--- src/mmio_consts.svh ---
`ifndef MMIO_CONSTS_SVH
`define MMIO_CONSTS_SVH

// serial transmitter window
`define MMIO_UART_TX_BASE 32'hF000_0000
`define MMIO_UART_TX_END 32'hF000_0003

// serial receiver window
`define MMIO_UART_RX_BASE 32'hF000_0010
`define MMIO_UART_RX_END 32'hF000_0013

// mtimecmp and mtime words, four registers
`define MMIO_TIMER_BASE 32'hF000_0100
`define MMIO_TIMER_END 32'hF000_010F

// default region depth in 32-bit words
`define MMIO_RAM_WORDS 1024

// clocks per serial bit, kept short for simulation
`define MMIO_CLKS_PER_BIT 8

// all ones so no compare match right after reset
`define MMIO_MTIMECMP_RESET 64'hFFFF_FFFF_FFFF_FFFF

`endif

--- src/bus_pkg.sv ---
package bus_pkg;

    // byte address on the command port
    typedef logic [31:0] addr_t;

    // read and write data word
    typedef logic [31:0] data_t;

    // decoded target of a command, ram is the default
    typedef enum logic [1:0] {
        region_ram     = 2'd0,
        region_uart_tx = 2'd1,
        region_uart_rx = 2'd2,
        region_timer   = 2'd3
    } region_t;

endpackage

--- src/periph_pkg.sv ---
package periph_pkg;

    // one 8N1 character
    typedef logic [7:0] uart_byte_t;

    // clocks elapsed within one bit time
    typedef logic [15:0] bit_count_t;

    // machine time and compare values
    typedef logic [63:0] mtime_t;

endpackage

--- src/mmio_uart_tx.sv ---
`timescale 1ns/100ps
`include "mmio_consts.svh"

module mmio_uart_tx (
    input  logic           clk,
    input  logic           rst,
    input  logic           cmd_start,
    input  logic           cmd_write,
    input  bus_pkg::addr_t addr,
    input  bus_pkg::data_t wdata,
    output logic           cmd_ready,
    output bus_pkg::data_t rdata,
    output logic           rdata_valid,
    output logic           uart_tx
);

    localparam periph_pkg::bit_count_t last_clk = `MMIO_CLKS_PER_BIT - 1;

    periph_pkg::uart_byte_t tx_byte;
    periph_pkg::bit_count_t clk_cnt;
    logic [9:0]             tx_shift;
    logic [3:0]             bits_left;
    logic                   busy;

    assign tx_byte   = wdata[7:0];
    assign cmd_ready = !busy;
    // line idles high because the shifter fills with ones
    assign uart_tx   = tx_shift[0];

    always_ff @(posedge clk) begin
        if (rst) begin
            busy        <= 1'b0;
            tx_shift    <= '1;
            bits_left   <= '0;
            clk_cnt     <= '0;
            rdata_valid <= 1'b0;
        end else begin
            rdata_valid <= cmd_start && !cmd_write;
            if (busy) begin
                if (clk_cnt == last_clk) begin
                    clk_cnt   <= '0;
                    tx_shift  <= {1'b1, tx_shift[9:1]};
                    bits_left <= bits_left - 4'd1;
                    // stop bit just finished
                    if (bits_left == 4'd1) begin
                        busy <= 1'b0;
                    end
                end else begin
                    clk_cnt <= clk_cnt + 1'b1;
                end
            end else if (cmd_start && cmd_write) begin
                // stop, data lsb first, start
                tx_shift  <= {1'b1, tx_byte, 1'b0};
                bits_left <= 4'd10;
                clk_cnt   <= '0;
                busy      <= 1'b1;
            end
        end
    end

    // status word, busy in bit 0; the window is a single word
    always_ff @(posedge clk) begin
        if (cmd_start && !cmd_write) begin
            rdata <= {31'b0, busy && (addr[31:2] == 30'd0)};
        end
    end

endmodule

--- config.mk ---
export PLATFORM = sky130hd
export DESIGN_NAME = mmio_uart_tx
export DESIGN_NICKNAME = d
export VERILOG_FILES = /design/src/bus_pkg.sv /design/src/periph_pkg.sv /design/src/mmio_uart_tx.sv
export VERILOG_INCLUDE_DIRS = /design/src
export SDC_FILE = /design/constraint.sdc
export NUM_CORES = 1
export LEC_CHECK = 0
export BUFFER_PORTS_ARGS = -buffer_cell sky130_fd_sc_hd__buf_2
export CORE_MARGIN = 4
export CORE_UTILIZATION = 45
export DETAILED_ROUTE_END_ITERATION = 16
export GPL_TIMING_DRIVEN = 0
export PLACE_DENSITY_LB_ADDON = 0.05
export REMOVE_ABC_BUFFERS = 1
export SETUP_SLACK_MARGIN = 0.2
export SLEW_MARGIN = 10
export SYNTH_ARGS = -nofsm -noshare
export SYNTH_HDL_FRONTEND = slang
export SYNTH_SLANG_ARGS = --single-unit
export TNS_END_PERCENT = 10
--- constraint.sdc ---
create_clock -name clk -period 2.17 [get_ports clk]
set_clock_uncertainty 0.15 [all_clocks]
set_input_delay 0 -clock clk [delete_from_list [all_inputs] [get_ports clk]]
set_output_delay 0 -clock clk [all_outputs]
set_load 0.02 [all_outputs]
# == After elaboration in Yosys (flattened, before gate mapping) ==
# Index checks and enable logic that the tools add are counted.
# word_totals
inputBits,68
output_inout_bits,35
wordCells,32
reg_bits,33
# classes
eq_ne,3
reduce_logical,8
addsub,2
muxes,13
# ops
op,n
2-to-1 mux 16 bit,3
logical NOT 30 bit,1
2-to-1 mux 10 bit,3
"adder 16 x 1 -> 16 bit, second input constant",1
"equality test 16 x 3 -> 1 bit, second input constant",1
2-to-1 mux 4 bit,3
"equality test 4 x 1 -> 1 bit, second input constant",1
2-to-1 mux 1 bit,4
"subtractor 4 x 1 -> 4 bit, second input constant",1
logical AND 1 bit,3
logical NOT 1 bit,2
"inequality test 2 x 1 -> 1 bit, second input constant",1
AND reduction 2 bit,1
nonzero test 2 bit,1

# == Logic depth before layout (Yosys ltp) ==
# Gate-level depths: netlist of run 1.
# logic_depth
ltp_word,4
ltp_mapped,8
mapped_depth_nobuf,6

# == Least setup slack after synthesis of run 1 ==
# OpenSTA, ideal clock, no wires.
# synth_path
kind,register to register
startpoint,reg clk_cnt[0]
endpoint,reg bits_left[3]
path_slack_ns,0.310
required_ns,1.942
synth_period_minus_slack_ns,1.860
t_arrival_ns,1.632
setup_ns,0.078
stages_incl_launch_ff,7
path_buffers,0
cell_sequence,dfxtp_1 > ha_1 > nor4b_4 > nand4_2 > or4_1 > mux2i_1 > nor3_1
# synth_via
elab_chain_cells,3
# synth_rtl
element,line,source
from (decl),mmio_uart_tx.sv:20,periph_pkg::bit_count_t clk_cnt;
from (signal assigned),mmio_uart_tx.sv:49,clk_cnt <= clk_cnt + 1'b1;
equality test 16 x 3 -> 1 bit,mmio_uart_tx.sv:40,if (clk_cnt == last_clk) begin
inequality test 2 x 1 -> 1 bit (no line),n/a,
AND reduction 2 bit (no line),n/a,
to (signal assigned),mmio_uart_tx.sv:43,bits_left <= bits_left - 4'd1;
to (decl),mmio_uart_tx.sv:22,logic [3:0] bits_left;
# Every way passes these cells.
# A chain may end at the register's enable or synchronous reset.

# == Final worst setup path of run 1 ==
# Same ends and word-level chain as after synthesis.

==> run_results.csv, run 1 <==
group,metric,value,unit
sta,worst_pin_slew,0.644,ns
worst_setup_path,critPathBufInv,0,
pwr,p_per_area,582,mW/mm^2
synthesis,synth_compound_area_share,12.2,%
routing,route.antenna.remaining_nets,0,
synthesis,synthSimpleGateAreaFrac,27.5,%
place,placed_area,0.00208,sq mm
clock_network,clk_path_buf_depth,2,
worst_setup_path,crit_fanout,5,
synthesis,synthCells,229,
worst_setup_path,critPathLaunch,"clk_cnt[0]",
routing,drc,0,
outcome,status,"finished clean",
clock_network,cts_tree,"yes",
worst_setup_path,critPathLaunchType,"flip-flop",
synthesis,synth-seq-cells,32,
place,place_inst,313,
finish,area_growth,31.8,%
pwr,ir_drop,0.398,mV
synthesis,synthArstFlopShare,0,%
worst_setup_path,arrival,2.00,ns
routing,drt_iter0_drc,82,
place,numPortBuffers,45,
worst_setup_path,worstSetupEndpointType,"flip-flop",
die,start_util,48.2,%
place,place_worst_setup_slack,-0.0990,ns
sta,timing.final.ws_setup,0.185,ns
grt,antenna_found_initial,0,
sta,maxSlewHeadroom,56.9,%
sta,setup_viol,0,
routing,totalWireLength,4730,um
clock_network,h-tree-depth,2,
worst_setup_path,reg2reg_slack,0.18,ns
synthesis,avgSynthCellArea,8.65,sq um
worst_setup_path,critPathSlowestCell,"or4_4",
worst_setup_path,critPathRequiredTime,2.19,ns
synthesis,synth_mux_area_share,8.52,%
clock_network,cts_root_buf,"clkbuf_8",
grt,grt_pass1_wl,7130,um
clock_network,cts-buffers-inserted,5,
grt,track_usage,16.6,%
worst_setup_path,critPathCapture,"bits_left[3]",
routing,avgViaCountPerCell,5.02,
die,core_area,0.00412,sq mm
die,pin_count,103,
finish,finalInstanceArea,0.00261,sq mm
die,die_x,74.4,um
finish,nFillCells,348,
finish,final_cell_mix,"buf_2 (45), conb_1 (31), dlygate4sd3_1 (29)",
routing,vias,1787,
worst_setup_path,critPathKind,"flip-flop to flip-flop",
sta,drv_slew,0,
synthesis,synthXorXnorAreaFrac,0.442,%
synthesis,synth-main-ff-cell,"dfxtp_1",
sta,rsz0062_at_grt,"yes",
synthesis,synth_edf_count,1,
die,dieArea,0.00553,sq mm
synthesis,synth_area,0.00198,sq mm
finish,antenna_cells,0,
clock_network,cts.sinks,32,
synthesis,synth_top_family_by_area,"simple AND/OR/NAND/NOR gates",
clock_network,clk_latency,0.29,ns
sta,hold_violations,0,
finish,drive_gt1_share,26.5,%
worst_setup_path,reg2reg_depth,6,
routing,first_pass_iters,4,
finish,nets,376,
sta,fin_crit_sh,91.5,%
clock_network,clkSlewWorstSetupHoldPaths,0.07,ns
worst_setup_path,path_cells,"ha_4 > nor4b_4 > nand4_4 > or4_4 > mux2i_1 > nor3_1",
die,rows,23,
worst_setup_path,crit_path_max_incr_delay,0.53,ns
worst_setup_path,crit_family,"simple AND/OR/NAND/NOR gates",
sta,period_minus_slack,1.99,ns
worst_setup_path,path_depth,6,
worst_setup_path,reg2reg_from,"clk_cnt[0]",
synthesis,yosysUniqueCellTypes,44,
flow_run,max-cap-violations,0,
place,gp_congestion,0.767,
min_path,hp-class,"input port to flip-flop",
synthesis,yosysSeqAreaShare,32.8,%
grt,grt_max_degree,25,
synthesis,ys_warn_count,0,
sta,clock.fmax,504,MHz
routing,post_drt_wl_per_cell,13.3,um
grt,overflow,0,
die,die_h,74.4,um
worst_setup_path,r2r-end,"bits_left[3]",
place,dpl.hpwl,3090,um
synthesis,synthAdderAreaFrac,1.89,%
grt,grt_pass1_vias,1542,
pwr,p_leak,1.08,nW
finish,final_common_cell,"buf_2",
finish,instances_no_fill,356,
==> what timing repair did <==
item	4_1_cts	5_1_grt
setup endpoints to repair	26	28
buffers inserted	3	3
pin swaps	1	3
hold buffers	29	0
gates resized for setup	4	8
hold endpoints to repair	14	0
==> per-stage QoR <==
step                      total power, mW  hold WS, ns  util, %  TNS (ns)
final                                1.52       0.0258     63.5         0
after global routing                 1.59       0.0651     63.5         0
after CTS                            1.52      0.00195     62.0         0
after detailed placement            0.839       0.0885     50.7    -0.785
after global placement              0.838       0.0770     50.7     -1.05
after floorplan                     0.771      -0.0854        -         0
==> power breakdown <==
part,switching (mW),leakage [nW],internal (mW)
clock,0.235,0.0645,0.405
sequential,0.0192,0.264,0.610
combinational,0.134,0.754,0.117
total,0.388,1.08,1.13
==> synth_stat cells (3+ instances only) <==
cell type	n	area, sq um
or3_1	5	31.3
nor4_1	8	50.1
nand4_1	5	31.3
ha_1	3	37.5
nand3_1	8	40.0
mux2_2	7	78.8
buf_2	4	20.0
dfxtp_1	31	621
a31oi_1	5	31.3
a211oi_1	3	22.5
nand2_1	18	67.6
o31ai_1	4	30.0
nor2_1	12	45.0
o21a_1	3	22.5
inv_1	7	26.3
mux2i_1	9	90.1
a21oi_1	6	30.0
o21ai_0	7	35.0
nand2b_1	11	68.8
buf_4	33	248
nor3_1	9	45.0
==> worst min path at each step <==
stage | startpoint | endpoint | slack [ns] | cells after the start
6_report | cmd_start | bits_left[3] | 0.03 | 4
5_1_grt | cmd_start | bits_left[3] | 0.07 | 4
4_1_cts | cmd_start | bits_left[3] | 0.002 | 4
3_5_place_dp | wdata[7] | tx_shift[8] | 0.09 | 3
3_3_place_gp | wdata[7] | tx_shift[8] | 0.08 | 3
2_1_floorplan | rst | bits_left[1] | -0.09 | 1
==> per-layer routing <==
layer  wire [um]  global-route usage [%]
met5           0                       0
met4          32                    5.34
met3         560                    3.78
met2        2110                    28.1
met1        2030                    20.8
==> logic make-up after synthesis <==
kind of cell / after synthesis
compound gates: 37
xor+xnor: 1
fa+ha+maj: 3
buf+inv: 48
flops: 32
mux: 16
other cells: 1
simple gates: 91
==> worst min-delay path: cells and delay by family <==
kind | cells | cell delay (ns)
and+or+nand+nor | 2 | 0.18
AOI/OAI and AO/OA | 1 | 0.14
buffers and inverters | 1 | 0.10
==> sequential cells by signal, summed over array words and instances (netlist names) <==
signal,count
clk_cnt,16
tx_shift,9
bits_left,4
busy,1
rdata,1
rdata_valid,1
==> area by class of cell <==
| type | instances | area [sq um] | share of cell area (%) |
|---|---|---|---|
| Timing Repair Buffer | 80 | 573 | 21.9 |
| Inverter | 7 | 26.3 | 1.01 |
| Sequential cell | 32 | 659 | 25.3 |
| Multi-Input combinational cell | 179 | 1160 | 44.6 |
| Tap cell | 50 | 62.6 | 2.40 |
| Clock buffer | 7 | 96.3 | 3.69 |
| Clock inverter | 1 | 30.0 | 1.15 |
Note: power is estimated with default switching activity, not from simulation.
==> run 2, diff against run 1 <==
Settings changed: PLACE_DENSITY_LB_ADDON 0.05 to 0.1.
==> run 2 against run 1 <==
  * Register-to-register slack about the same
  * Critical path depth unchanged
  * Utilization decreased by 1.3 points
  * Clock power decreased by 25%
  * Final cell count decreased by 0.28%
  * Hold slack got worse by 0.0097 ns
  * Power decreased by 10%
  * Sequential power about the same
  * Wire length increased by 1.7%
  * First-iteration DRC count increased by 2.4%
  * Combinational power about the same
  * Non-clock buffer count decreased by 1
  * Largest cell class unchanged
  * Largest power group is now registers
==> run_results.csv, run 2 (synthesized netlist as in run 1, its figures left out) <==
group,metric,value,unit
pwr,p_int,0.980,mW
finish,final_common_cell,"buf_2",
worst_setup_path,critPathRequiredTime,2.23,ns
finish,largestRegisters,"clk_cnt (16), tx_shift (9), bits_left (4)",
worst_setup_path,critPathLaunchType,"flip-flop",
place,numPortBuffers,45,
pwr,swShare,28.1,%
sta,setup_tns,0,ns
finish,drive_gt1_share,25.9,%
finish,area_growth,29.0,%
die,die_h,74.4,um
pwr,p_per_area,533,mW/mm^2
die,rows,23,
pwr,ir_drop,0.342,mV
pwr,p_total,1.36,mW
sta,worst_pin_slew,0.601,ns
grt,track_usage,17.3,%
routing,drt_iter0_drc,84,
sta,period_minus_slack,1.97,ns
clock_network,clk_latency,0.29,ns
sta,setup_viol,0,
clock_network,cts-buffers-inserted,5,
clock_network,cts_tree,"yes",
worst_setup_path,arrival,2.03,ns
die,start_util,48.2,%
die,core_area,0.00412,sq mm
clock_network,clkSlewWorstSetupHoldPaths,0.07,ns
outcome,status,"finished clean",
grt,antenna_found_initial,0,
routing,first_pass_iters,4,
worst_setup_path,worstSetupEndpointType,"flip-flop",
worst_setup_path,critPathKind,"flip-flop to flip-flop",
finish,largest_reg_flops,16,
pwr,p_comb_share,18.5,%
sta,fin_crit_sh,90.9,%
pwr,power_frac_seq,46.2,%
sta,hold_violations,0,
flow_run,max-cap-violations,0,
worst_setup_path,path_cells,"ha_4 > nor4b_4 > nand4_2 > or4_1 > mux2i_1 > nor3_1",
min_path,hp-class,"input port to flip-flop",
pwr,p_leak,1.06,nW
pwr,netSwitchingPower,0.383,mW
finish,final_util,62.1,%
routing,post_drt_wl_per_cell,13.5,um
clock_network,cts.sinks,32,
pwr,power.share.clock,35.3,%
sta,clock.fmax,507,MHz
finish,antenna_cells,0,
place,gp_congestion,0.777,
die,dieArea,0.00553,sq mm
sta,drv_slew,0,
grt,grt_pass1_vias,1606,
worst_setup_path,crit_family,"simple AND/OR/NAND/NOR gates",
sta,rsz0062_at_grt,"yes",
sta,maxSlewHeadroom,59.9,%
grt,grt_max_degree,25,
finish,final_cell_mix,"buf_2 (45), conb_1 (31), dlygate4sd3_1 (30)",
worst_setup_path,crit_fanout,5,
routing,vias,1784,
finish,nets,375,
routing,drc,0,
worst_setup_path,crit_path_max_incr_delay,0.48,ns
clock_network,cts_root_buf,"clkbuf_8",
worst_setup_path,critPathSlowestCell,"or4_1",
die,pin_count,103,
grt,overflow,0,
die,die_x,74.4,um
worst_setup_path,critPathBufInv,0,
clock_network,h-tree-depth,2,
grt,grt_pass1_wl,7410,um
finish,regMostFlops,"clk_cnt",
routing,totalWireLength,4810,um
routing,route.antenna.remaining_nets,0,
routing,avgViaCountPerCell,5.03,
place,dpl.hpwl,3100,um
clock_network,clk_path_buf_depth,2,
## run 2: layout make-up
type | count | area, sq um
fillers | 381 | 1560
inverters | 7 | 26.3
clock buffers | 6 | 82.6
flip-flops and latches | 32 | 657
well taps | 50 | 62.6
multi-input cells | 179 | 1150
clock inverters | 2 | 10.0
repair buffers | 79 | 568
## run 2: worst min-delay path, stage by stage
cell	delay [ns]
buf_2	0.11
a21o_1	0.14
nor2_1	0.04
nor3_1	0.11
## run 2: repair_timing
action,4_1_cts,5_1_grt
buffers inserted,4,0
resized for setup,7,3
pin swaps,3,0
endpoints found under the setup margin,25,22
hold endpoints to repair,13,0
hold buffers,30,0
## run 2: path summary, 6_finish.rpt
check / from / cells after the start / to / slack [ns]
max: clk_cnt[0] / 6 / bits_left[3] / 0.20
min: cmd_start / 4 / bits_left[3] / 0.02
min reg2reg: tx_shift[2] / 2 / tx_shift[2] / 0.33
max reg2reg: clk_cnt[0] / 6 / bits_left[3] / 0.20
## run 2: power by group through the flow
stage                     sequential (mW)  combinational [mW]  clock (mW)
after global placement              0.641               0.197           0
after CTS                           0.630               0.247       0.487
after floorplan                     0.641               0.130           0
after global routing                0.633               0.277       0.512
after detailed placement            0.642               0.198           0
final                               0.630               0.253       0.481
## run 2: per-layer routing
metal	track usage, %	vias up	share of wire, %
li1	-	902	-
met1	20.4	790	42
met2	31.5	86	46
met3	3.92	6	11
met4	4.15	0	0.85
met5	0	-	0
## run 2: stage by stage
stage | setup WS, ns | std cells | instance area (sq um) | hold slack, ns
2_1_floorplan | 0.212 | 218 | 1800 | -0.0854
3_3_place_gp | -0.109 | 313 | 2080 | 0.0775
3_5_place_dp | -0.117 | 313 | 2080 | 0.0792
4_1_cts | 0.230 | 355 | 2550 | 0.0218
5_1_grt | 0.0739 | 355 | 2560 | 0.0461
6_report | 0.197 | 355 | 2560 | 0.0161
==> run 3, diff against run 2 <==
Settings changed: CORE_UTILIZATION 45 to 47, CTS_BUF_LIST set to sky130_fd_sc_hd__clkbuf_8, SLEW_MARGIN 10 to 0.
==> run 3 against run 2 <==
  * The run now ends with hold timing left
  * Final area shrank 0.78%
  * Highest routed layer unchanged
  * Clock-buffer cell count down 1
  * Critical path type unchanged
  * Largest power group unchanged
  * Critical endpoint is now clk_cnt[6]
  * Global-route usage is 0.63 points higher
==> run_results.csv, run 3 (synthesized netlist as in run 1, its figures left out) <==
group,metric,value,unit
grt,track_usage,17.9,%
die,core_area,0.00403,sq mm
worst_setup_path,arrival,2.03,ns
worst_setup_path,critPathRequiredTime,2.20,ns
pwr,p_total,1.30,mW
flow_run,max-cap-violations,0,
clock_network,clkSlewWorstSetupHoldPaths,0.07,ns
clock_network,clk_latency,0.28,ns
grt,grt_pass1_vias,1662,
finish,final_cell_mix,"buf_2 (45), conb_1 (31), dlygate4sd3_1 (29)",
worst_setup_path,reg2reg_depth,5,
clock_network,cts.sinks,32,
worst_setup_path,critPathLaunchType,"flip-flop",
place,place_inst,313,
clock_network,clk_path_buf_depth,2,
pwr,ir_drop,0.435,mV
die,rows,23,
sta,clock.fmax,501,MHz
finish,largest_reg_flops,16,
sta,maxSlewHeadroom,55.0,%
finish,area_growth,28.0,%
worst_setup_path,critPathSlowestCell,"dfxtp_1",
routing,route.antenna.remaining_nets,0,
finish,antenna_cells,0,
worst_setup_path,path_cells,"nor4b_2 > nand4_4 > nand2b_1 > nor3_1 > o21a_1",
finish,drive_gt1_share,25.2,%
finish,instances_no_fill,352,
place,place_worst_setup_slack,-0.190,ns
outcome,failed_checks,"hold timing",
sta,rsz0062_at_grt,"yes",
pwr,p_leak,1.05,nW
pwr,p_comb_share,19.1,%
finish,nFillCells,360,
worst_setup_path,critPathLaunch,"clk_cnt[2]",
grt,overflow,0,
pwr,power_frac_seq,48.4,%
finish,finalInstanceArea,0.00254,sq mm
sta,setup_tns,0,ns
sta,worst_pin_slew,0.673,ns
min_path,hp-class,"input port to flip-flop",
clock_network,h-tree-depth,2,
sta,timing.final.ws_setup,0.175,ns
finish,nets,373,
routing,vias,1757,
routing,drt_iter0_drc,92,
grt,grt_pass1_wl,7470,um
min_path,min_from,"cmd_start",
pwr,p_per_area,512,mW/mm^2
die,die_x,72.9,um
worst_setup_path,crit_path_max_incr_delay,0.43,ns
routing,post_drt_wl_per_cell,13.0,um
die,dieArea,0.00532,sq mm
die,die_h,72.9,um
finish,final_common_cell,"buf_2",
place,numPortBuffers,45,
finish,regMostFlops,"clk_cnt",
clock_network,cts_tree,"yes",
routing,first_pass_iters,5,
finish,final_util,63.0,%
min_path,min_delay_path_depth,2,
grt,grt_max_degree,25,
routing,drc,0,
die,pin_count,103,
place,dpl.hpwl,3000,um
clock_network,cts-buffers-inserted,5,
place,gp_congestion,0.762,
sta,fin_crit_sh,91.9,%
finish,largestRegisters,"clk_cnt (16), tx_shift (9), bits_left (4)",
pwr,netSwitchingPower,0.361,mW
clock_network,cts_root_buf,"clkbuf_8",
pwr,power.share.clock,32.4,%
sta,setup_viol,0,
sta,period_minus_slack,1.99,ns
routing,totalWireLength,4570,um
grt,antenna_found_initial,0,
die,start_util,49.2,%
worst_setup_path,r2r-end,"clk_cnt[6]",
worst_setup_path,critPathKind,"flip-flop to flip-flop",
worst_setup_path,worstSetupEndpointType,"flip-flop",
min_path,hold_end,"rdata[0]",
worst_setup_path,reg2reg_from,"clk_cnt[2]",
sta,whs,-0.00337,ns
worst_setup_path,crit_fanout,12,
outcome,status,"finished, violations left",
sta,drv_slew,0,
routing,avgViaCountPerCell,4.99,
pwr,swShare,27.8,%
pwr,p_int,0.938,mW
place,placed_area,0.00208,sq mm
sta,hold_violations,1,
worst_setup_path,reg2reg_slack,0.18,ns
[run 3: how the worst max path moves through the flow]
| stage | depth (start not counted) | endpoint | slack [ns] |
|---|---|---|---|
| after floorplan | 6 | tx_shift[1] | 0.21 |
| after global placement | 6 | tx_shift[4] | -0.11 |
| after detailed placement | 6 | tx_shift[5] | -0.19 |
| after CTS | 6 | clk_cnt[15] | 0.19 |
| after global routing | 5 | clk_cnt[6] | 0.07 |
| final | 5 | clk_cnt[6] | 0.18 |
[run 3: area by class of cell]
cell class              instances  area [sq um]  share of cell area, %
multi-input cells             179          1160                   45.7
flip-flops and latches         32           659                   26.0
repair buffers                 77           551                   21.7
clock buffers                   5          68.8                   2.71
well taps                      50          62.6                   2.47
inverters                       7          26.3                   1.04
clock inverters                 2          8.76                  0.345
[run 3: worst max-delay path: cells and delay by family (launching register included)]
family | cells | cell delay [ns]
flops | 1 | 0.43
compound gates | 1 | 0.18
simple gates | 4 | 1.13
[run 3: what timing repair did]
item,in CTS,in global routing
hold buffers,30,0
pin swaps,3,0
buffers inserted,3,0
cloned,0,0
gates resized for setup,11,1
endpoints found under the hold margin,15,0
endpoints found under the setup margin,24,21
[run 3: power groups by stage]
stage / logic, mW / clock network [mW] / registers, mW
after CTS: 0.245 / 0.435 / 0.628
after global placement: 0.195 / 0 / 0.641
after detailed placement: 0.197 / 0 / 0.641
final: 0.249 / 0.421 / 0.629
after global routing: 0.271 / 0.460 / 0.632
after floorplan: 0.130 / 0 / 0.641
[run 3: per-layer routing]
metal,vias up,track usage [%],wire length (um)
li1,900,-,-
met1,796,21.6,1960
met2,48,30.1,2260
met3,13,4.68,232
met4,0,7.38,123
met5,-,0,0
